`src/source/uart_rx_word.sv`:
```
`timescale 1ns/1ps

module uart_rx_word (
    input  logic        clk,
    input  logic        nRst,
    input  logic [7:0]  uart_byte,
    input  logic        uart_strobe,
    output logic [31:0] uart_word
);

    logic [23:0] rx_count;
    logic [7:0]  last_byte;

    always_ff @(posedge clk, negedge nRst) begin
        if (!nRst) begin
            rx_count  <= 24'b0;
            last_byte <= 8'b0;
        end else if (uart_strobe) begin
            rx_count  <= rx_count + 24'd1;
            last_byte <= uart_byte;
        end
    end

    // count in the upper bits, newest byte below
    assign uart_word = {rx_count, last_byte};

endmodule

```
`config.mk`:
```
export PLATFORM = sky130hd
export DESIGN_NAME = uart_rx_word
export DESIGN_NICKNAME = d
export VERILOG_FILES = /design/src/source/uart_rx_word.sv
export SDC_FILE = /design/constraint.sdc
export NUM_CORES = 1
export LEC_CHECK = 0
export BUFFER_PORTS_ARGS = -buffer_cell sky130_fd_sc_hd__buf_2
export CAP_MARGIN = 10
export CORE_ASPECT_RATIO = 0.9
export CORE_UTILIZATION = 45
export DETAILED_ROUTE_END_ITERATION = 12
export PLACE_DENSITY = 0.83
export SYNTH_ARGS = -nofsm -noshare
export SYNTH_HDL_FRONTEND = slang
export SYNTH_SLANG_ARGS = --single-unit
```
`constraint.sdc`:
```
create_clock -name clk -period 1.78 [get_ports clk]
set_clock_uncertainty 0.2 [all_clocks]
set_input_delay 0.089 -clock clk [delete_from_list [all_inputs] [get_ports clk]]
set_output_delay 0.089 -clock clk [all_outputs]
set_load 0.01 [all_outputs]
```
==> metrics <==
Mapped Area=0.00137 mm^2; status=complete, no violations; CP Capture Type=flop; initial antenna violation count=0; final worst-path cycle share=91.3%; Final ANT Viol Nets=0; # DRC=0; total number of vias=approximately 1,000; Rows=18; Period minus WS final=1.62 ns; area grow syn2layout=33.7%; DRT iter0 DRCs=36; critical path type=reg -> reg; I/O pin total=43; PwrDens=approximately 1000 mW/mm^2; r2r startpoint=rx_count[9]; Final Max Tran Viols=0; GPL Wtd Cong=0.792; Detailed Route WL=2690 um; final std cells w/o fill=213; worst reg2reg path depth=5; Yosys warning total=0; worst min path class=in -> async; P_leak=0.918 nW; core area=0.00282 mm^2; #FFs+latches synth=32; total track usage=19.4%; global-route wire length before repair=between 4000 and 5000 um; Syn Nets=119; die footprint=0.00326 mm^2; number of fill cells=223; drt first pass iters=5; Yosys cell types=18; FF-to-FF End=rx_count[13]; Max Cap Viol=0; Die Height=54.3 um; share of cells above drive strength 1=~40%; CTS buffer count=5; Initial Util=between 40% and 50%; dpl hpwl=1870 um; Placed Cells=194; CTS tree=yes; Slew HR=between 50 and 60%; Post-Syn Instances=107; number of global-route vias before repair=1,034; worst-path fanout max=12; Finish-stage setup viols=0; Worst R2R Setup Slack=0.16 ns; Clk pin slew, worst setup/hold paths=around 0.1 ns; worst-case clock buffer depth=2; fin util=64.9%; worst vdd ir=approximately 0.51 mV; post-synthesis sequential area ratio=58.6%; Final #Nets=185; slew at the pin closest to its max-slew limit=0.687 ns; total gr overflow=0; via-per-instance ratio=slightly below 5; # clock sinks=32; H-tree levels=2; critical path launch point type=flop; maximum clock frequency=616 MHz; Synth Area per Inst=12.8 um^2; Total Neg Setup Slack=0 ns; hold_ws=approximately 0.13 ns; Wirelength per Cell=12.6 um; required time of the critical path=1.81 ns; number of antenna diodes=0; largest net degree at the start of global routing=33; IO buf count=42; DIE WIDTH=approximately 60 um; worst skew pair latency=0.34 ns; Worst Path Arrival=1.65 ns; RSZ-0062 raised after global routing=no; Root Driver=clkbuf_4; Final Hold Viols=0
cell usage in the layout (no fill, tap or decap), drive strengths merged, types with 2 or more instances in the layout:
master,instances
buf,51
dfrtp,32
xnor2,20
dlygate4sd3,10
nand4,10
mux2,9
nand2,8
and3,6
nand3,6
clkbuf,6
nor2,3
xor2,3
inv,2
and4,2
critical path: stages, from the launching register on:
cell	delay (ns)
dfrtp_1	0.39
nand4_1	0.20
nor4_4	0.25
buf_4	0.21
nand4_1	0.13
xnor2_1	0.14
Yosys cell counts:
| master | count | area share, % |
|---|---|---|
| clkbuf_1 | 1 | 0.27 |
| nor3_1 | 1 | 0.37 |
| and4_1 | 2 | 1.3 |
| xnor2_1 | 20 | 13 |
| nor4_4 | 1 | 1.6 |
| nor2_1 | 3 | 0.82 |
| nand2_1 | 8 | 2.2 |
| mux2_2 | 9 | 7.4 |
| and3_1 | 6 | 2.7 |
| nand4_1 | 9 | 4.1 |
| or2_2 | 1 | 0.46 |
| xor2_1 | 3 | 1.9 |
| buf_6 | 1 | 0.82 |
| inv_1 | 2 | 0.55 |
| dfrtp_1 | 32 | 59 |
| ha_1 | 1 | 0.92 |
| nand3_1 | 6 | 2.2 |
| nand4_2 | 1 | 0.92 |
flip-flops by register name, indices dropped and copies added (netlist names):
| register | flops |
|---|---|
| rx_count | 24 |
| last_byte | 8 |
timing repair:
item / 4_1_cts / 5_1_grt
setup buffers: 0 / 2
endpoints found under the setup margin: 0 / 4
gates resized for setup: 0 / 1
hold buffers: 10 / 0
hold endpoints to repair: 41 / 0
stage by stage:
step	instance area, um^2	total power, mW	worst slack, ns
2_1_floorplan	1370	1.19	0.0988
3_3_place_gp	1660	1.43	0.150
3_5_place_dp	1660	1.45	0.132
4_1_cts	1810	1.85	0.114
5_1_grt	1830	1.93	0.00979
6_report	1830	1.83	0.156
kinds of logic (layout without fill, tap and decap cells):
logic type,Yosys count,in the layout,share of synthesized area (%)
and+or+nand+nor,38,38,16.7
DFF,32,32,58.6
xor gates and xnor gates,23,23,14.7
muxes,9,9,7.42
buffers and inverters,4,70,1.65
adders and majority gates,1,1,0.916
worst max path at each step:
stage,to,start
2_1_floorplan,rx_count[13],rx_count[2]
3_3_place_gp,rx_count[14],rx_count[3]
3_5_place_dp,rx_count[14],rx_count[3]
4_1_cts,rx_count[13],rx_count[3]
5_1_grt,rx_count[13],rx_count[9]
6_report,rx_count[13],rx_count[9]
metal layers:
metal | up-vias | share of wire, % | global-route usage, % | wire length, um
li1 | 503 | - | - | -
met1 | 494 | 44 | 22.6 | 1190
met2 | 32 | 48 | 32.4 | 1300
met3 | 4 | 5.6 | 7.33 | 150
met4 | 0 | 1.5 | 8.14 | 41
met5 | - | 0 | 0 | 0
area by class of cell:
cell class | count | area [um^2] | share of cell area, %
Sequential cell | 32 | 802 | 43.9
Multi-Input combinational cell | 71 | 543 | 29.7
Timing Repair Buffer | 61 | 378 | 20.7
Tap cell | 40 | 50.0 | 2.74
Clock buffer | 6 | 41.3 | 2.26
Inverter | 2 | 7.51 | 0.411
Clock inverter | 1 | 5.00 | 0.274
power by group:
part | leakage (nW) | internal [mW] | switching, mW | total, mW
Sequential | 0.412 | 0.832 | 0.0742 | 0.906
Clock | 0.0281 | 0.145 | 0.232 | 0.377
Combinational | 0.478 | 0.259 | 0.286 | 0.545
(Power assumes the default switching activity.)
