$ cat src/source/mem_share_pkg.sv
package mem_share_pkg;

    // display fetch states
    typedef enum logic [1:0] {
        INACTIVE = 2'd0,
        READY    = 2'd1,
        ACTIVE   = 2'd2
    } vga_state_t;

    // memory slot owners
    typedef enum logic [1:0] {
        VGA       = 2'd0,
        CPU_INSTR = 2'd2,
        CPU_DATA  = 2'd3
    } client_t;

    // request as seen by the shared memory
    typedef struct packed {
        logic        read;
        logic        write;
        logic [31:0] adr;
        logic [31:0] wdata;
        logic [3:0]  sel;
    } mem_req_t;

    // cpu side inputs of the instruction and data ports
    typedef struct packed {
        logic [31:0] instr_adr;
        logic [31:0] data_adr;
        logic        read;
        logic        write;
        logic [31:0] wdata;
        logic [3:0]  sel;
    } cpu_req_t;

    localparam logic [31:0] UART_ADDRESS = 32'd500;

    localparam int MEM_WORDS = 256;
    localparam int MEM_AW    = $clog2(MEM_WORDS);

    localparam int FIFO_DEPTH = 8;
    localparam int FIFO_PW    = $clog2(FIFO_DEPTH);
    localparam int FIFO_CW    = $clog2(FIFO_DEPTH + 1);

    localparam int          FRAME_WORDS = 16;
    localparam int          FRAME_CW    = $clog2(FRAME_WORDS + 1);
    localparam logic [31:0] FRAME_BASE  = 32'h100;
    // first byte address past the frame
    localparam logic [31:0] FRAME_END   = FRAME_BASE + 32'(FRAME_WORDS * 4);

endpackage

$ cat src/source/vga_fetcher.sv
`timescale 1ns/1ps

module vga_fetcher import mem_share_pkg::*; (
    input  logic               clk,
    input  logic               nRst,
    input  logic               frame_start,
    input  logic               vga_grant,
    input  logic               vga_enable,
    input  logic [31:0]        vga_data,
    input  logic [FIFO_CW-1:0] fifo_free,
    output vga_state_t         vga_state,
    output logic               vga_read,
    output logic [31:0]        vga_adr,
    output logic               push,
    output logic [31:0]        push_data
);

    vga_state_t          state;
    vga_state_t          state_d;
    logic [31:0]         issue_adr;
    logic [FRAME_CW-1:0] ret_cnt;
    logic                start;
    logic                last_ret;

    assign start    = (state == INACTIVE) && frame_start;
    assign last_ret = vga_enable && (ret_cnt == FRAME_CW'(FRAME_WORDS - 1));

    always_comb begin
        state_d = state;
        case (state)
            INACTIVE: if (frame_start) state_d = READY;
            READY:    state_d = ACTIVE;
            ACTIVE:   if (last_ret) state_d = INACTIVE;
            default:  state_d = INACTIVE;
        endcase
    end

    always_ff @(posedge clk, negedge nRst) begin
        if (!nRst) begin
            state     <= INACTIVE;
            issue_adr <= FRAME_BASE;
            ret_cnt   <= '0;
        end else begin
            state <= state_d;
            if (start) begin
                issue_adr <= FRAME_BASE;
                ret_cnt   <= '0;
            end else begin
                if (vga_grant) begin
                    issue_adr <= issue_adr + 32'd4;
                end
                if (vga_enable) begin
                    ret_cnt <= ret_cnt + 1'b1;
                end
            end
        end
    end

    // one word may still be in flight, so keep a spare entry
    assign vga_read  = (state == ACTIVE) && (issue_adr != FRAME_END)
                       && (fifo_free > FIFO_CW'(1));
    assign vga_adr   = issue_adr;
    assign vga_state = state;

    assign push      = vga_enable && (state == ACTIVE);
    assign push_data = vga_data;

endmodule

$ cat config.mk
export PLATFORM = sky130hd
export DESIGN_NAME = vga_fetcher
export DESIGN_NICKNAME = d
export VERILOG_FILES = /design/src/source/mem_share_pkg.sv /design/src/source/vga_fetcher.sv
export SDC_FILE = /design/constraint.sdc
export NUM_CORES = 1
export LEC_CHECK = 0
export ABC_AREA = 1
export BUFFER_PORTS_ARGS = -buffer_cell sky130_fd_sc_hd__buf_2
export CORE_AREA = 2 2 82 84
export DETAILED_ROUTE_END_ITERATION = 6
export DIE_AREA = 0 0 84 86
export PLACE_DENSITY = 0.72
export SLEW_MARGIN = 20
export SYNTH_ARGS = -nofsm -noshare
export SYNTH_HDL_FRONTEND = slang
export SYNTH_SLANG_ARGS = --single-unit
$ cat constraint.sdc
create_clock -name clk -period 4.2 [get_ports clk]
set_input_delay 0.42 -clock clk [delete_from_list [all_inputs] [get_ports clk]]
set_output_delay 0.42 -clock clk [all_outputs]
set_load 0.02 [all_outputs]
==> impl_metrics.json <==
{
  "grt_pass1_wl_um": 9470,
  "end_kind": "flip-flop",
  "cp_max_stage_cell": "sky130_fd_sc_hd__nand2_1",
  "io-pin-count": 109,
  "grt_pass1_vias": 2044,
  "cts_buffers": 5,
  "yosys_register_bits": 37,
  "timing.critical_path.cells": "nor2_1 > nand2_1 > clkinv_1 > nor3_1 > a31oi_1 > inv_1",
  "ys_warn_count": 0,
  "floorplan.initialDensity": 0.395,
  "post_dp_cell_area_sq_um": 2520,
  "power.leakage_nw": 1.35,
  "clockRootBuffer": "sky130_fd_sc_hd__clkbuf_8",
  "hold_viol": 0,
  "placement_rows": 29,
  "worst_setup_sp_type": "flip-flop",
  "tritoncts_num_sinks": 37,
  "ys_seq_area_frac": 0.374,
  "holdCritPathClass": "input port to async pin",
  "worst-setup-path-type": "flip-flop to flip-flop",
  "portBuffers": 41,
  "post_synth_inst_count": 364,
  "routedWlPerCell_um": 12.2,
  "synth_area_leaders": "sky130_fd_sc_hd__dfrtp_1 (36%), sky130_fd_sc_hd__nor2_1 (12%), sky130_fd_sc_hd__nand2_1 (12%)",
  "reg2reg_to": "ret_cnt[1]$_DFFE_PN0P_",
  "tns_setup_ns": 0,
  "dp_hpwl_um": 4220,
  "share_of_layout_cells_above_drive_strength_1": 0.162,
  "multi_input_comb_area_sq_um": 1120,
  "synth.distinct_cells": 28,
  "grt_antenna_before_repair": 0,
  "post_cts_hold_buffer_count": 0,
  "path_max_fanout": 31,
  "detailedRoute.firstPassIterationCount": 4,
  "final_period_minus_worst_setup_slack_ns": 2.21,
  "power.density_cell_area_nw_per_um2": 404,
  "avgSynthCellArea_sq_um": 6.82,
  "path_clk_slew_ns": 0.08,
  "cts_setup_buffers": 0,
  "final_nets": 421,
  "worst_ep_required_time_ns": 4.44,
  "drt.antenna.violating_nets": 0,
  "headroom_to_the_max_slew_limit": 0.325,
  "max-vdd-ir-drop_uv": 187,
  "synthArstFlopShare": 1.00,
  "max_clock_skew_ns": 0.00382,
  "regToRegStartpoint": "vga_state[1]$_DFFE_PN0P_",
  "cell_area_after_synthesis_sq_um": 2480,
  "routed_via_density": 4.91,
  "clock_path_buffers": 2,
  "rr_worst_depth": 6,
  "synth_ff_type": "sky130_fd_sc_hd__dfrtp_1",
  "period_share": 0.526,
  "final.fill_count": 641,
  "clkLatencyLatePin_ns": 0.29,
  "post_route_standard_cell_area_excluding_fillers_sq_um": 2640,
  "status": "completed",
  "die_h_um": 86,
  "fp.coreArea_sq_um": 6280,
  "cts.repair.resized": 0,
  "synth_area_leader_cell": "sky130_fd_sc_hd__dfrtp_1",
  "die_width_um": 84,
  "maxCapViolations": 0,
  "worst-slew-pin-transition_ns": 1.01,
  "grt_start_max_net_pins": 38,
  "setup_viol": 0,
  "grt_util_all_layers": 0.161,
  "drc": 0,
  "detail_route.iter0.violations": 192,
  "gp_congestion": 0.864,
  "setup_repair_after_global_routing_missed_its_margin": "false",
  "arrival_ns": 2.44,
  "drt-total-wl_um": 5540,
  "synth_edf_count": 0,
  "floorplan.die_area_sq_um": 7220,
  "seq_area_sq_um": 927,
  "critPathMaxStageDelay_ns": 0.75,
  "count_of_inserted_antenna_diode_cells": 0,
  "route.vias.total": 2229,
  "grt-ovfl-total": 0,
  "cts_htree_levels": 2,
  "fmaxAchievable_mhz": 453,
  "layout-area-overhead-vs-synth_pct": 6.35,
  "netlist.area_leader.share": 0.363,
  "cts_tree": "done",
  "report.final.slew_viol_count": 0,
  "timing.reg2reg.setup_slack_ns": 1.99
}
## flip-flops by register name, summed over array words and instances (netlist names)
register and count:
vga_state 2, ret_cnt 5, vga_adr 30
## metrics by stage
stage | hold WS, ns | power, mW | setup slack [ns] | instances | utilization
6_report | 0.225 | 1.07 | 1.99 | 454 | 0.420
3_3_place_gp | 0.503 | 0.736 | 1.96 | 446 | 0.401
4_1_cts | 0.251 | 1.08 | 1.97 | 454 | 0.420
5_1_grt | 0.290 | 1.14 | 1.73 | 454 | 0.420
2_1_floorplan | 0.124 | 0.698 | 2.49 | 365 | -
3_5_place_dp | 0.529 | 0.750 | 1.91 | 446 | 0.401
## per-layer routing
layer / track usage / vias up / routed length [um]
met5: 0 / - / 0
met2: 0.252 / 80 / 2480
met4: 0.0660 / 0 / 84
li1: - / 1142 / -
met3: 0.0395 / 11 / 341
met1: 0.216 / 996 / 2640
## cells in the mapped netlist (3+ instances only)
cell	count
sky130_fd_sc_hd__nor2_1	78
sky130_fd_sc_hd__nand2_1	77
sky130_fd_sc_hd__inv_1	41
sky130_fd_sc_hd__dfrtp_1	36
sky130_fd_sc_hd__buf_4	34
sky130_fd_sc_hd__nand3_1	26
sky130_fd_sc_hd__a21oi_1	18
sky130_fd_sc_hd__nor3_1	12
sky130_fd_sc_hd__o21ai_0	10
sky130_fd_sc_hd__ha_1	4
sky130_fd_sc_hd__a31oi_1	3
sky130_fd_sc_hd__nor2_2	3
sky130_fd_sc_hd__nor4_1	3
## logic make-up (layout without fill, tap and decap cells)
logic type,Yosys count,in the layout,synth area share
buffers and inverters,81,93,0.174
AOI/OAI and AO/OA,33,33,0.0691
and+or+nand+nor,208,208,0.361
other,1,2,0.00151
DFF,37,37,0.374
adders and majority gates,4,4,0.0202
## critical path, delay by kind of cell (launching register included)
family / cells / cell delay [ns]
AO/OA/AOI/OAI: 1 / 0.06
buffers and inverters: 2 / 0.62
flip-flops: 1 / 0.39
AND/OR/NAND/NOR: 3 / 1.09
## layout make-up
type | count | share of cell area
repair buffers | 41 | 0.0778
clock inverters | 2 | 0.0142
multi-input cells | 247 | 0.426
flip-flops and latches | 37 | 0.351
inverters | 44 | 0.0626
well taps | 77 | 0.0365
clock buffers | 6 | 0.0313
## power breakdown
group	total [mW]	internal, mW	leakage, nW	switching, mW
Clock	0.326	0.193	0.0574	0.133
Combinational	0.295	0.0939	0.790	0.201
Sequential	0.445	0.399	0.503	0.0457
## layout by cell type, fill, tap and decap left out, types with 4 or more instances in the layout
cell type,instances
sky130_fd_sc_hd__nand3_1,26
sky130_fd_sc_hd__ha_1,4
sky130_fd_sc_hd__buf_2,41
sky130_fd_sc_hd__nand2_1,77
sky130_fd_sc_hd__clkbuf_8,6
sky130_fd_sc_hd__dfrtp_1,36
sky130_fd_sc_hd__a21oi_1,18
sky130_fd_sc_hd__o21ai_0,10
sky130_fd_sc_hd__nor2_1,78
sky130_fd_sc_hd__nor3_1,12
sky130_fd_sc_hd__inv_1,41
## worst max-delay path by stage
stage                             start                      end  slack, ns  depth (start not counted)
6_report       vga_state[1]$_DFFE_PN0P_   ret_cnt[1]$_DFFE_PN0P_       1.99                          6
5_1_grt        vga_state[1]$_DFFE_PN0P_  vga_adr[26]$_DFFE_PN0P_       1.73                          8
4_1_cts        vga_state[1]$_DFFE_PN0P_   ret_cnt[1]$_DFFE_PN0P_       1.97                          6
3_5_place_dp                frame_start   ret_cnt[1]$_DFFE_PN0P_       1.91                          6
3_3_place_gp                frame_start   ret_cnt[1]$_DFFE_PN0P_       1.96                          6
2_1_floorplan    vga_adr[2]$_DFFE_PN0P_                 vga_read       2.49                          7
No activity file was read; power rests on OpenSTA's default activity.
