### src/source/mem_share_pkg.sv
package mem_share_pkg;

    // display fetch states
    typedef enum logic [1:0] {
        INACTIVE = 2'd0,
        READY    = 2'd1,
        ACTIVE   = 2'd2
    } vga_state_t;

    // memory slot owners
    typedef enum logic [1:0] {
        VGA       = 2'd0,
        CPU_INSTR = 2'd2,
        CPU_DATA  = 2'd3
    } client_t;

    // request as seen by the shared memory
    typedef struct packed {
        logic        read;
        logic        write;
        logic [31:0] adr;
        logic [31:0] wdata;
        logic [3:0]  sel;
    } mem_req_t;

    // cpu side inputs of the instruction and data ports
    typedef struct packed {
        logic [31:0] instr_adr;
        logic [31:0] data_adr;
        logic        read;
        logic        write;
        logic [31:0] wdata;
        logic [3:0]  sel;
    } cpu_req_t;

    localparam logic [31:0] UART_ADDRESS = 32'd500;

    localparam int MEM_WORDS = 256;
    localparam int MEM_AW    = $clog2(MEM_WORDS);

    localparam int FIFO_DEPTH = 8;
    localparam int FIFO_PW    = $clog2(FIFO_DEPTH);
    localparam int FIFO_CW    = $clog2(FIFO_DEPTH + 1);

    localparam int          FRAME_WORDS = 16;
    localparam int          FRAME_CW    = $clog2(FRAME_WORDS + 1);
    localparam logic [31:0] FRAME_BASE  = 32'h100;
    // first byte address past the frame
    localparam logic [31:0] FRAME_END   = FRAME_BASE + 32'(FRAME_WORDS * 4);

endpackage

### src/source/pixel_fifo.sv
`timescale 1ns/1ps

module pixel_fifo import mem_share_pkg::*; (
    input  logic               clk,
    input  logic               nRst,
    input  logic               push,
    input  logic [31:0]        push_data,
    input  logic               pop,
    output logic [31:0]        head,
    output logic               not_empty,
    output logic [FIFO_CW-1:0] free
);

    logic [31:0]        entries [FIFO_DEPTH];
    logic [FIFO_PW-1:0] wr_ptr;
    logic [FIFO_PW-1:0] rd_ptr;
    logic [FIFO_CW-1:0] count;
    logic               do_push;
    logic               do_pop;

    assign do_push = push && (count != FIFO_CW'(FIFO_DEPTH));
    // pop while empty is dropped
    assign do_pop  = pop && (count != '0);

    always_ff @(posedge clk) begin
        if (do_push) begin
            entries[wr_ptr] <= push_data;
        end
    end

    always_ff @(posedge clk, negedge nRst) begin
        if (!nRst) begin
            wr_ptr <= '0;
            rd_ptr <= '0;
            count  <= '0;
        end else begin
            if (do_push) wr_ptr <= wr_ptr + 1'b1;
            if (do_pop) rd_ptr <= rd_ptr + 1'b1;
            count <= count + FIFO_CW'(do_push) - FIFO_CW'(do_pop);
        end
    end

    // show-ahead output
    assign head      = entries[rd_ptr];
    assign not_empty = (count != '0);
    assign free      = FIFO_CW'(FIFO_DEPTH) - count;

endmodule

### config.mk
export PLATFORM = sky130hd
export DESIGN_NAME = pixel_fifo
export DESIGN_NICKNAME = d
export VERILOG_FILES = /design/src/source/mem_share_pkg.sv /design/src/source/pixel_fifo.sv
export SDC_FILE = /design/constraint.sdc
export NUM_CORES = 1
export LEC_CHECK = 0
export BUFFER_PORTS_ARGS = -buffer_cell sky130_fd_sc_hd__buf_2
export CORE_AREA = 10 10 172 174
export DETAILED_ROUTE_END_ITERATION = 12
export DIE_AREA = 0 0 182 184
export PLACE_DENSITY = 0.6
export SLEW_MARGIN = 15
export SYNTH_ARGS = -nofsm -noshare
export SYNTH_HDL_FRONTEND = slang
export SYNTH_SLANG_ARGS = --single-unit
### constraint.sdc
create_clock -name clk -period 5.2 [get_ports clk]
set_clock_uncertainty 0.05 [all_clocks]
set_input_delay 0.26 -clock clk [delete_from_list [all_inputs] [get_ports clk]]
set_output_delay 0.26 -clock clk [all_outputs]
set_load 0.005 [all_outputs]
==> run summary <==
Among all flip-flop cells after synthesis, the most frequent one is sky130_fd_sc_hd__edfxtp_1. The reported max-cap violation count is 0. The clock reaches the later pin of the worst-skew pair after 520 ps.

The slew at the pin closest to its max-slew limit came out at 1100 ps. The pin count of the biggest net entering global routing is 52. Summed over all cells, the static leakage comes to 4.14 nW. The power density relative to cell area is 542 nW/µm².

The synthesized net count is 479. The wire length on met3 is 923 µm. Of the post-synthesis cell area, the dominant cell type holds 0.743.

The number of violations reported at the end of detailed-routing iteration 0 is 311. The tightest min-delay check is of the input pin to asynchronous set/reset pin type. The synthesized area per cell came out at 23.9 µm².

By area the synthesized netlist is led by sky130_fd_sc_hd__edfxtp_1 74%, sky130_fd_sc_hd__mux4_2 9.6%, sky130_fd_sc_hd__mux4_1 5.1%, sky130_fd_sc_hd__mux2_2 3.7%, sky130_fd_sc_hd__dfrtp_1 2.4%. The total number of vias is 4696. After filler insertion, the fill cell instance count of the layout stands at 2109. The post-synthesis cell type count came out at 24. The cell-internal power came out at 4.80 mW.

The aggregate global routing overflow came out at 0. By startpoint and endpoint, the worst setup path is classified as flip-flop to output port. The detailed-routed wire length on met2 is 10.4 mm.

Row generation in the floorplan step produced 59 rows. The critical path required time is 4890 ps. The number of DRC violations after detailed routing is 0. The number of hold violations in the final report is 0. The clock passes through at most 3 buffers. The wire length on met1 came out at 8.41 mm. The final layout contains routed wiring with a total length of 20.1 mm.

The sequential share of power is 0.455. The remaining number of nets flagged by the antenna check after routing came out at 0. The most instantiated library cell after synthesis is sky130_fd_sc_hd__edfxtp_1. Sorting the synthesized cells by how often they occur yields 256 x sky130_fd_sc_hd__edfxtp_1, 44 x sky130_fd_sc_hd__mux4_2, 34 x sky130_fd_sc_hd__mux2_2. The cell count after synthesis is 432. The maximum level of the CTS H-tree came out at 1. Setup violations remaining at the end of the flow were counted as 0. The number of warning messages in the yosys log came out at 0. The relative contribution of combinational cells to total power is 0.267. The number of global-route vias before repair is 5360. The setup TNS is 0 ps. The area growth from synthesis to final layout came out at 18.8%. The die is 184 µm tall. The antenna diode instance count is 0. The number of buffers inserted by port buffering came out at 72. Signal routing reaches up to met4.

STA puts the critical path data arrival time at 3090 ps. TritonCTS built the clock tree. The HPWL after detailed placement came out at 11.9 mm. The number of enable-type register cells in the synthesized netlist is 256. The net switching power came out at 1.86 mW.

The total power of the final layout is 6.66 mW. The detailed-routing iteration count for the pre-antenna-repair pass came out at 4. The clock transition at the register clock pins on the worst setup and hold paths after CTS is 60 ps. The all-layer global routing usage came out at 0.122. In the finished design, the share of the clock period the worst path needs comes to 0.654. The post-placement cell count is 832. The die boundary width came out at 182 µm.

The post-layout minimum cycle time is 3400 ps. The detailed-route wire length per cell came out at 22.2 µm. The flow ran to the end, and the final reports show no timing, DRC or antenna violations. Across the VDD grid, the largest voltage drop is 0.252 mV.

The pre-CTS worst setup slack came out at 2230 ps. The number of antenna violations at the first check in global routing is 0. In this run the worst path has a maximum fanout of 51. The startpoint identified for the worst register-to-register timing path is count[1].

The tree built by TritonCTS fans out to 266 sinks. The tree is rooted in a sky130_fd_sc_hd__clkbuf_16. The clock buffer count from CTS came out at 28. The synthesized flop and latch total is 266. The cell area after synthesis is 10300 µm². The part of the total power dissipated in the clock network is 0.278. The die area is 33500 µm². Setup repair after global routing left no endpoint under its margin. Hold is met by 72.8 ps. The final net count came out at 607. For this run, asynchronously set or reset flops after synthesis account for 0.0376.

The initial utilization of the core area, before any placement, comes to 0.399. After the flow finishes, the layout carries non-filler instances totaling 908. The global-route wire length before repair is 31.9 mm. The number of setup buffers added after CTS came out at 0. The switching portion of total power came out at 0.279. The sequential cell area fraction in the yosys report came out at 0.767.

The cell taking the most area after synthesis is sky130_fd_sc_hd__edfxtp_1. The number of slew-limit violations in the final report came out at 0. The worst setup path is captured at an output port.

The worst-case headroom to the max-slew limit came out at 0.268. Of the cells placed in the final design, the portion with a size suffix greater than 1 is 0.361. The number of top-level pins is 73. The area of the placeable core is 25900 µm². The startpoint kind of the worst setup timing path is a flip-flop.

The routability congestion estimate came out at 0.736. The number of vias per cell came out at 5.17. For this run, the top clock speed supported by timing is 0.294 GHz. The critical path starts at rd_ptr[0].

Setup slack closes at 1800 ps.
[power by group through the flow]
stage	combinational [mW]	clock, mW	sequential (mW)
6_report	1.78	1.85	3.03
5_1_grt	1.95	2.00	3.09
4_1_cts	1.84	1.90	3.05
3_5_place_dp	1.81	0	3.10
3_3_place_gp	1.78	0	3.07
2_1_floorplan	1.39	0	2.83
[timing repair]
action                                 CTS  global route
endpoints found under the hold margin  266             0
resized for setup                        0             0
hold buffers                            33             0
[layout by cell type (no fill, tap or decap)]
cell                            count
sky130_fd_sc_hd__nor3_2             2
sky130_fd_sc_hd__dfrtp_2            2
sky130_fd_sc_hd__dfrtp_4            1
sky130_fd_sc_hd__dfrtp_1            7
sky130_fd_sc_hd__o21bai_1           1
sky130_fd_sc_hd__buf_4             12
sky130_fd_sc_hd__mux2_2            34
sky130_fd_sc_hd__dlygate4sd3_1     33
sky130_fd_sc_hd__nand2_1            5
sky130_fd_sc_hd__fa_1               1
sky130_fd_sc_hd__clkinv_2           2
sky130_fd_sc_hd__a21boi_1           2
sky130_fd_sc_hd__ha_1              10
sky130_fd_sc_hd__xor2_1             3
sky130_fd_sc_hd__nand2b_1           3
sky130_fd_sc_hd__bufinv_16          2
sky130_fd_sc_hd__nor2b_1            1
sky130_fd_sc_hd__nor2_4             6
sky130_fd_sc_hd__mux4_2            44
sky130_fd_sc_hd__inv_1              9
sky130_fd_sc_hd__edfxtp_1         256
sky130_fd_sc_hd__inv_8              1
sky130_fd_sc_hd__clkinv_1           1
sky130_fd_sc_hd__xnor2_1            5
sky130_fd_sc_hd__clkbuf_16         29
sky130_fd_sc_hd__buf_2             72
sky130_fd_sc_hd__a21oi_1            1
sky130_fd_sc_hd__mux4_1            20
sky130_fd_sc_hd__clkbuf_1           8
[area by class of cell]
class,instances,area (µm²),share of cell area
Sequential cell,266,7940,0.646
Multi-Input combinational cell,138,2270,0.185
Timing Repair Buffer,117,781,0.0635
Clock buffer,37,756,0.0615
Tap cell,335,419,0.0341
Clock inverter,6,85.1,0.00692
Inverter,9,33.8,0.00275
[metal layers]
layer / vias up / global-route usage
li1: 2071 / -
met1: 2496 / 0.153
met2: 95 / 0.211
met3: 34 / 0.0228
met4: 0 / 0.0335
met5: - / 0
[registers in the layout, indices dropped and copies added, names as in the netlist]
register  cells
wr_ptr        3
count         4
entries     256
rd_ptr        3
[cells by family (layout without fill, tap and decap cells)]
logic type,count (synthesis),count (layout),share of synthesized area
adder cells (fa/ha/maj),11,11,0.0140
multiplexers,98,98,0.184
flip-flops,266,266,0.767
AND/OR/NAND/NOR,17,17,0.00738
AO/OA/AOI/OAI,4,4,0.00266
buffers and inverters,28,169,0.0180
XOR/XNOR,8,8,0.00678
[metrics by stage]
step | utilization | instance area [µm²]
5_1_grt | 0.474 | 12300
3_5_place_dp | 0.429 | 11100
6_report | 0.474 | 12300
3_3_place_gp | 0.429 | 11100
2_1_floorplan | - | 10300
4_1_cts | 0.474 | 12300
[worst paths after layout]
kind | to | slack (ps) | cells after the start
worst max-delay path | head[4] | 1800 | 4
worst min-delay path | count[2] | 70 | 2
worst max register to register | entries[4][26] | 2290 | 6
worst min register to register | wr_ptr[0] | 470 | 1
max in group asynchronous | rd_ptr[1] | 4810 | 2
min in group clk | rd_ptr[0] | 130 | 3
[critical path: stages, from the launching register on]
cell                      delay, ps
sky130_fd_sc_hd__dfrtp_4       1080
sky130_fd_sc_hd__buf_4          450
sky130_fd_sc_hd__mux4_1         600
sky130_fd_sc_hd__mux2_2         270
sky130_fd_sc_hd__buf_2          130
No activity file was read; power rests on OpenSTA's default activity.
