$ cat src/source/mem_share_pkg.sv
package mem_share_pkg;

    // display fetch states
    typedef enum logic [1:0] {
        INACTIVE = 2'd0,
        READY    = 2'd1,
        ACTIVE   = 2'd2
    } vga_state_t;

    // memory slot owners
    typedef enum logic [1:0] {
        VGA       = 2'd0,
        CPU_INSTR = 2'd2,
        CPU_DATA  = 2'd3
    } client_t;

    // request as seen by the shared memory
    typedef struct packed {
        logic        read;
        logic        write;
        logic [31:0] adr;
        logic [31:0] wdata;
        logic [3:0]  sel;
    } mem_req_t;

    // cpu side inputs of the instruction and data ports
    typedef struct packed {
        logic [31:0] instr_adr;
        logic [31:0] data_adr;
        logic        read;
        logic        write;
        logic [31:0] wdata;
        logic [3:0]  sel;
    } cpu_req_t;

    localparam logic [31:0] UART_ADDRESS = 32'd500;

    localparam int MEM_WORDS = 256;
    localparam int MEM_AW    = $clog2(MEM_WORDS);

    localparam int FIFO_DEPTH = 8;
    localparam int FIFO_PW    = $clog2(FIFO_DEPTH);
    localparam int FIFO_CW    = $clog2(FIFO_DEPTH + 1);

    localparam int          FRAME_WORDS = 16;
    localparam int          FRAME_CW    = $clog2(FRAME_WORDS + 1);
    localparam logic [31:0] FRAME_BASE  = 32'h100;
    // first byte address past the frame
    localparam logic [31:0] FRAME_END   = FRAME_BASE + 32'(FRAME_WORDS * 4);

endpackage

$ cat src/source/request_handler.sv
`timescale 1ns/1ps

module request_handler import mem_share_pkg::*; (
    input  logic        clk,
    input  logic        nRst,

    // stall from the memory side
    input  logic        mem_busy,

    // display fetcher
    input  vga_state_t  vga_state,
    input  logic        vga_read,
    input  logic [31:0] vga_adr,
    output logic        vga_grant,
    output logic        vga_enable,
    output logic [31:0] vga_data,

    // cpu ports
    input  cpu_req_t    cpu_req,
    output logic        cpu_enable,
    output logic [31:0] instr_data,
    output logic [31:0] cpu_data,

    // uart holding word
    input  logic [31:0] uart_word,

    // shared memory
    input  logic [31:0] rdata,
    output mem_req_t    mem_req
);

    client_t     next_client;
    client_t     current_client;
    client_t     next_client_d;
    mem_req_t    slot_req;
    logic        slot_access;
    logic        issued_q;
    logic        uart_hit;
    logic        uart_hit_q;
    logic        resp_slot;
    logic        instr_resp;
    logic [31:0] instruction;

    assign uart_hit = (cpu_req.data_adr == UART_ADDRESS);

    // slot rotation
    always_comb begin
        next_client_d = next_client;
        case (next_client)
            VGA: begin
                if (vga_state == READY || vga_state == ACTIVE) begin
                    next_client_d = VGA;
                end else begin
                    next_client_d = CPU_INSTR;
                end
            end
            CPU_INSTR: begin
                next_client_d = CPU_DATA;
            end
            default: begin
                if (vga_state == INACTIVE) begin
                    next_client_d = CPU_INSTR;
                end else begin
                    next_client_d = VGA;
                end
            end
        endcase
    end

    // request of the slot owner, before the stall gate
    always_comb begin
        slot_req    = '0;
        slot_access = 1'b0;
        case (next_client)
            VGA: begin
                slot_req.read = vga_read;
                slot_req.adr  = vga_adr;
                slot_req.sel  = 4'b1111;
                slot_access   = vga_read;
            end
            CPU_INSTR: begin
                slot_req.read = 1'b1;
                slot_req.adr  = cpu_req.instr_adr;
                slot_req.sel  = 4'b1111;
                slot_access   = 1'b1;
            end
            default: begin
                // uart word is answered here, memory stays idle
                if (!uart_hit) begin
                    slot_req.read  = cpu_req.read;
                    slot_req.write = cpu_req.write;
                    slot_req.adr   = cpu_req.data_adr;
                    slot_req.wdata = cpu_req.wdata;
                    slot_req.sel   = cpu_req.sel;
                end
                slot_access = cpu_req.read | cpu_req.write;
            end
        endcase
    end

    assign mem_req   = mem_busy ? '0 : slot_req;
    assign vga_grant = !mem_busy && (next_client == VGA) && vga_read;

    // slot and response state, frozen during a stall
    always_ff @(posedge clk, negedge nRst) begin
        if (!nRst) begin
            next_client    <= VGA;
            current_client <= VGA;
            issued_q       <= 1'b0;
            uart_hit_q     <= 1'b0;
            instruction    <= 32'b0;
        end else if (!mem_busy) begin
            next_client    <= next_client_d;
            current_client <= next_client;
            issued_q       <= slot_access;
            uart_hit_q     <= uart_hit;
            if (instr_resp) begin
                instruction <= rdata;
            end
        end
    end

    // answer of the previous accepted slot
    assign resp_slot  = !mem_busy && issued_q;
    assign vga_enable = resp_slot && (current_client == VGA);
    assign cpu_enable = resp_slot && (current_client == CPU_DATA);
    assign instr_resp = resp_slot && (current_client == CPU_INSTR);

    assign vga_data   = vga_enable ? rdata : 32'b0;
    assign instr_data = instr_resp ? rdata : instruction;

    always_comb begin
        cpu_data = 32'b0;
        if (cpu_enable) begin
            cpu_data = uart_hit_q ? uart_word : rdata;
        end
    end

endmodule

$ cat config.mk
export PLATFORM = sky130hd
export DESIGN_NAME = request_handler
export DESIGN_NICKNAME = d
export VERILOG_FILES = /design/src/source/mem_share_pkg.sv /design/src/source/request_handler.sv
export SDC_FILE = /design/constraint.sdc
export NUM_CORES = 1
export LEC_CHECK = 0
export ABC_AREA = 1
export BUFFER_PORTS_ARGS = -buffer_cell sky130_fd_sc_hd__buf_2
export CAP_MARGIN = 40
export CORE_AREA = 2 2 146 148
export CTS_CLUSTER_SIZE = 28
export DETAILED_ROUTE_END_ITERATION = 8
export DIE_AREA = 0 0 148 150
export SETUP_SLACK_MARGIN = 0.1
export SKIP_CTS_REPAIR_TIMING = 1
export SYNTH_ARGS = -nofsm -noshare
export SYNTH_HDL_FRONTEND = slang
export SYNTH_SLANG_ARGS = --single-unit
$ cat constraint.sdc
create_clock -name clk -period 1.63 [get_ports clk]
set_input_delay 0.163 -clock clk [delete_from_list [all_inputs] [get_ports clk]]
set_output_delay 0.163 -clock clk [all_outputs]
set_load 0.1 [all_outputs]
==> flow_metrics.py, run 1 <==
metrics = {
    "timing": {
        "relSlewSlack": 0.4645,
        "layout_setup_ws_ns": -0.2703,
        "min_period_ns": 1.900,
        "fin_setup_tns_ns": -29.00,
        "rsz0062_at_grt": "yes",
        "setup_violations": 161,
        "slew_violations": 0,
        "holdWs_ns": 0.1882,
        "period_share": 1.166,
        "fmax_ghz": 0.5262,
        "fin_skew_ns": 0.003054,
        "hold_viol": 0,
        "worst_pin_slew_ns": 0.8033,
    },
    "final_layout": {
        "drive_gt1_frac": 0.6964,
        "fin_cells": 1278,
        "syn_to_final_growth_pct": 208.7,
        "fin_area_mm2": 0.01111,
        "layout.nets": 1202,
    },
    "worst_hold_path": {
        "hold_start": "mem_busy",
        "hp-class": "primary input to register",
    },
    "synthesis": {
        "yosysTopAreaCell": "dfrtp_1",
        "synth.distinct_cells": 26,
        "synth_most_common_cell": "nor2_1",
        "synth_area_leaders": "dfrtp_1 (26%), nor2_1 (14%), nand2_1 (11%), o21ai_0 (7.4%), inv_1 (6.8%)",
        "syn-cell-area_mm2": 0.003600,
        "ys.flop_type": "dfrtp_1",
        "syn_avg_cell_area_um2": 6.185,
        "synth-edff-count": 0,
        "synth_fp_nets": 787,
        "netlist.area_leader.share": 0.2642,
        "yosysWarningCount": 0,
        "synthCells": 582,
        "synth.ff_latch_count": 38,
        "synth-seq-area-share": 0.2642,
        "synth_common_cells": "nor2_1 (132), nand2_1 (102), inv_1 (65)",
        "ys_async_sr_fraction": 1.000,
    },
    "worst_setup_path": {
        "reg2reg_from": "issued_q$_DFFE_PN0N_",
        "cp_slowest_stage_delay_ns": 0.45,
        "crit_fanout": 7,
        "cp_data_required_time_ns": 1.47,
        "cp-startpoint": "next_client[0]$_DFFE_PN0N_",
        "rrSetupSlack_ns": 0.33,
        "arrival_ns": 1.74,
        "path_cells": "buf_6 > clkinv_8 > nand2_8 > buf_12 > o22ai_4 > a211oi_4 > buf_12",
        "crit_top_cell": "buf_12",
        "crit_type": "register to output pin",
        "end_kind": "output pin",
        "cp_slowest_cell": "dfrtp_4",
        "cp-start-kind": "register",
    },
    "drt": {
        "drt_iter0_markers": 146,
        "num_vias": 5649,
        "routed_via_density": 4.420,
        "drc": 0,
        "wirelength_um": 20190,
        "ant_nets": 0,
        "avgRoutedWirePerCell_um": 15.80,
        "firstDrtPassIters": 4,
    },
    "power": {
        "power_leakage_nw": 4.717,
        "ir_drop_mv": 1.077,
        "power_density_mw_per_mm2": 1894,
    },
    "clock_network": {
        "cts.sinks": 38,
        "clk_latency_ns": 0.28,
        "cts_buffer_depth": 2,
        "clk_pin_slew_ns": 0.06,
        "cts_tree": "built",
        "numCtsBuffers": 5,
        "cts_root_buffer": "clkbuf_16",
        "cts_max_level": 2,
    },
    "die": {
        "die_h_um": 150,
        "initial_utilization": 0.1740,
        "die_area_mm2": 0.02220,
        "row_count": 53,
        "die_w_um": 148,
        "io_pins": 373,
        "core_mm2": 0.02069,
    },
    "placement": {
        "post_dp_cell_area_mm2": 0.01027,
        "dp_slack_ns": -0.09770,
        "io_buffers": 372,
        "placedCellCount": 1252,
        "gp_congestion": 0.8993,
        "place_hpwl_um": 16620,
    },
    "run_status": {
        "violations": "negative setup slack",
        "status": "finished, violations left",
    },
    "grt": {
        "grt_pass1_wl_um": 29590,
        "grt_pass1_vias": 5716,
        "grt_usage": 0.1677,
        "grt_start_max_net_pins": 56,
        "grt_overflow": 0,
        "antenna_found_initial": 5,
    },
    "run": {
        "drv_cap": 0,
    },
}
==> logic make-up after synthesis <==
group	count (synthesis)	synth area share
compound gates	169	0.2697
buf+inv	116	0.1641
simple gates	258	0.2986
fa+ha+maj	1	0.003475
flops	38	0.2642
==> placed cells by master, fill, tap and decap left out, types with 11 or more instances in the layout <==
cell type / synthesis / final
dfrtp_1: 38 / 35
o22ai_4: 0 / 25
a21oi_1: 42 / 35
a211oi_4: 0 / 25
nor2_4: 0 / 100
buf_12: 0 / 182
inv_1: 65 / 61
nor2_1: 132 / 38
o21ai_0: 53 / 30
nand2_1: 102 / 88
buf_4: 6 / 54
o21ai_4: 0 / 22
buf_2: 10 / 202
nand2_2: 0 / 11
==> layer usage <==
metal  wire [µm]  global-route usage
met1        7405              0.1851
met2       10690              0.3076
met3        1683             0.04817
met4         409             0.05667
met5           0                   0
==> final timing paths <==
path                       depth (start not counted)                           to
max                                                7                  mem_req[67]
min                                                2         issued_q$_DFFE_PN0N_
max reg2reg                                        6  instruction[30]$_DFFE_PN0N_
min reg2reg                                        2  instruction[19]$_DFFE_PN0N_
max in group asynchronous                          3   next_client[0]$_DFFE_PN0N_
min in group asynchronous                          2  instruction[18]$_DFFE_PN0N_
==> cell type report <==
| class | instances | area [µm²] |
|---|---|---|
| Antenna cell | 5 | 12.51 |
| Clock inverter | 3 | 68.82 |
| Sequential cell | 38 | 957.2 |
| Multi-Input combinational cell | 428 | 4005 |
| Inverter | 70 | 284.0 |
| Timing Repair Buffer | 454 | 5315 |
| Tap cell | 275 | 344.1 |
| Fill cell | 1745 | 9578 |
| Clock buffer | 5 | 125.1 |
==> registers in the layout, summed over array words and instances (netlist names) <==
register,flops
current_client,2
instruction,32
issued_q,1
next_client,2
uart_hit_q,1
==> power breakdown <==
group | internal (mW) | switching, mW | total, mW
clock | 0.879 | 0.389 | 1.27
combinational | 6.45 | 11.8 | 18.2
sequential | 1.36 | 0.164 | 1.53
==> worst max-delay path, delay by kind of cell (launching register included) <==
family	cells	cell delay (ns)
AOI/OAI and AO/OA	2	0.31
buffers and inverters	4	0.57
DFF	1	0.45
and+or+nand+nor	1	0.11
==> through the flow <==
stage / total power, mW / utilization
3_5_place_dp: 18.66 / 0.4966
6_report: 21.04 / 0.5371
2_1_floorplan: 13.12 / -
5_1_grt: 21.72 / 0.5370
4_1_cts: 19.96 / 0.5059
3_3_place_gp: 18.51 / 0.4966
Note: power is estimated with default switching activity, not from simulation.
==> inputs of run 2 (changes only) <==
--- a/config.mk
+++ b/config.mk
@@ -13,4 +13,6 @@
 export DETAILED_ROUTE_END_ITERATION = 8
 export DIE_AREA = 0 0 148 150
+export GPL_ROUTABILITY_DRIVEN = 0
+export MAX_ROUTING_LAYER = met4
 export SETUP_SLACK_MARGIN = 0.1
 export SKIP_CTS_REPAIR_TIMING = 1
==> constraint.sdc (replaced) <==
create_clock -name clk -period 1.63 [get_ports clk]
set_input_delay 0.326 -clock clk [delete_from_list [all_inputs] [get_ports clk]]
set_output_delay 0.326 -clock clk [all_outputs]
set_load 0.1 [all_outputs]
==> run 2 against run 1 <==
Net effect:
- flip-flop and latch count did not move
- global-route usage rose by 1.0 points
- largest cell class unchanged
- utilization rose by 5.7 points
- register-to-register slack got worse by 0.15 ns
- non-clock buffer count rose by 61
- clock skew rose by 0.0022 ns
- critical endpoint is now mem_req[56]
- the flow finishes with violations (negative hold slack, negative setup slack)
- clock power barely moved
- die area did not move
==> flow_metrics.py, run 2 (synthesized netlist as in run 1, its figures left out) <==
metrics = {
    "placement": {
        "dp_slack_ns": -0.4091,
        "io_buffers": 372,
        "place_hpwl_um": 16990,
    },
    "timing": {
        "worst_pin_slew_ns": 0.4312,
        "fmax_ghz": 0.4805,
        "holdWs_ns": -0.02609,
        "fin_skew_ns": 0.005244,
        "slew_violations": 0,
        "relSlewSlack": 0.7125,
        "setup_violations": 169,
        "layout_setup_ws_ns": -0.4512,
        "period_share": 1.277,
        "hold_viol": 16,
        "min_period_ns": 2.081,
        "rsz0062_at_grt": "yes",
    },
    "drt": {
        "wirelength_um": 22980,
        "drt_iter0_markers": 134,
        "routed_via_density": 4.414,
        "ant_nets": 0,
        "num_vias": 5928,
        "drc": 0,
        "firstDrtPassIters": 4,
        "avgRoutedWirePerCell_um": 17.11,
    },
    "die": {
        "initial_utilization": 0.1740,
        "row_count": 53,
        "io_pins": 373,
        "die_area_mm2": 0.02220,
        "die_h_um": 150,
        "die_w_um": 148,
        "core_mm2": 0.02069,
    },
    "clock_network": {
        "numCtsBuffers": 5,
        "cts.sinks": 38,
        "cts_buffer_depth": 2,
        "cts_tree": "built",
        "clk_pin_slew_ns": 0.06,
        "clk_latency_ns": 0.28,
        "cts_max_level": 2,
        "cts_root_buffer": "clkbuf_16",
    },
    "final_layout": {
        "drive_gt1_frac": 0.7875,
        "top_register": "instruction",
        "largestRegisters": "instruction (32), current_client (2), next_client (2)",
        "layout.nets": 1263,
        "largest_register_ffs": 32,
        "syn_to_final_growth_pct": 241.4,
        "final_common_cell": "buf_2",
        "final_cell_mix": "buf_2 (199), buf_12 (197), nor2_4 (100), buf_4 (78), nand2_2 (51)",
    },
    "run": {
        "drv_cap": 0,
    },
    "worst_hold_path": {
        "hp-class": "primary input to async pin",
    },
    "power": {
        "power_density_mw_per_mm2": 1804,
        "ir_drop_mv": 0.9855,
        "power_leakage_nw": 5.235,
        "power.total_mw": 22.17,
    },
    "grt": {
        "grt_usage": 0.1777,
        "grt_overflow": 0,
        "grt_pass1_wl_um": 30390,
        "grt_pass1_vias": 5832,
        "grt_start_max_net_pins": 48,
        "antenna_found_initial": 10,
    },
    "run_status": {
        "status": "finished, violations left",
        "violations": "negative hold slack, negative setup slack",
    },
    "worst_setup_path": {
        "cp-start-kind": "register",
        "cp_data_required_time_ns": 1.30,
        "arrival_ns": 1.76,
        "reg2regPathDepth": 8,
        "crit_fanout": 11,
        "r2r_end": "instruction[9]$_DFFE_PN0N_",
        "rrSetupSlack_ns": 0.18,
        "end_kind": "output pin",
        "reg2reg_from": "issued_q$_DFFE_PN0N_",
        "crit_type": "register to output pin",
    },
}
-- run 2: cell types whose count changed in the layout (fill, tap and decap cells not counted), moves of 6 or more --
| cell | change |
|---|---|
| nand2_1 | -48 |
| nand2_2 | +40 |
| inv_1 | -25 |
| buf_4 | +24 |
| buf_12 | +15 |
| inv_4 | +15 |
| clkbuf_16 | +11 |
| buf_6 | +10 |
| nand2_4 | +10 |
| o22ai_2 | +7 |
| o22ai_4 | -7 |
| inv_8 | +6 |
-- run 2: worst max path at each step --
| stage | endpoint | cells after the start | slack (ns) | start |
|---|---|---|---|---|
| 2_1_floorplan | cpu_data[10] | 7 | -1.03 | mem_busy |
| 6_report | mem_req[56] | 5 | -0.45 | next_client[0]$_DFFE_PN0N_ |
| 5_1_grt | mem_req[56] | 5 | -0.51 | next_client[0]$_DFFE_PN0N_ |
| 4_1_cts | mem_req[54] | 5 | -0.62 | next_client[0]$_DFFE_PN0N_ |
| 3_5_place_dp | mem_req[41] | 12 | -0.41 | cpu_req[47] |
| 3_3_place_gp | mem_req[40] | 12 | -0.40 | cpu_req[47] |
-- run 2: layout make-up --
| class | count | area, µm² |
|---|---|---|
| Clock inverter | 3 | 68.82 |
| Sequential cell | 38 | 958.4 |
| Timing Repair Buffer | 515 | 6264 |
| Clock buffer | 5 | 125.1 |
| Fill cell | 1621 | 8402 |
| Antenna cell | 9 | 22.52 |
| Inverter | 70 | 407.9 |
| Tap cell | 275 | 344.1 |
| Multi-Input combinational cell | 428 | 4098 |
-- run 2: metal layers --
layer	part of all wire	global-route usage	wire (µm)
met1	0.37	0.1943	8405
met2	0.54	0.3181	12440
met3	0.060	0.03659	1378
met4	0.033	0.06667	750
met5	0	-	0
-- run 2: report_power, final --
part	internal, mW	total [mW]	switching (mW)
logic	7.23	19.3	12.1
clock network	0.880	1.28	0.398
registers	1.37	1.59	0.225
total	9.48	22.2	12.7
-- run 2: stage by stage --
step | hold WS, ns | utilization | cell area [µm²] | TNS (ns) | instances
6_report | -0.02609 | 0.5939 | 12290 | -60.22 | 1343
5_1_grt | 0.001999 | 0.5939 | 12290 | -72.01 | 1343
4_1_cts | -0.01633 | 0.5285 | 10940 | -72.88 | 1298
3_5_place_dp | 0.2916 | 0.5192 | 10740 | -42.98 | 1290
3_3_place_gp | 0.2890 | 0.5192 | 10740 | -42.18 | 1290
2_1_floorplan | 0.03041 | - | 5463 | -98.47 | 582
-- run 2: critical path, stage by stage (launching register included) --
cell	delay (ns)
dfrtp_4	0.46
or2_4	0.21
clkbuf_16	0.23
o22ai_4	0.09
a211oi_4	0.26
buf_12	0.22
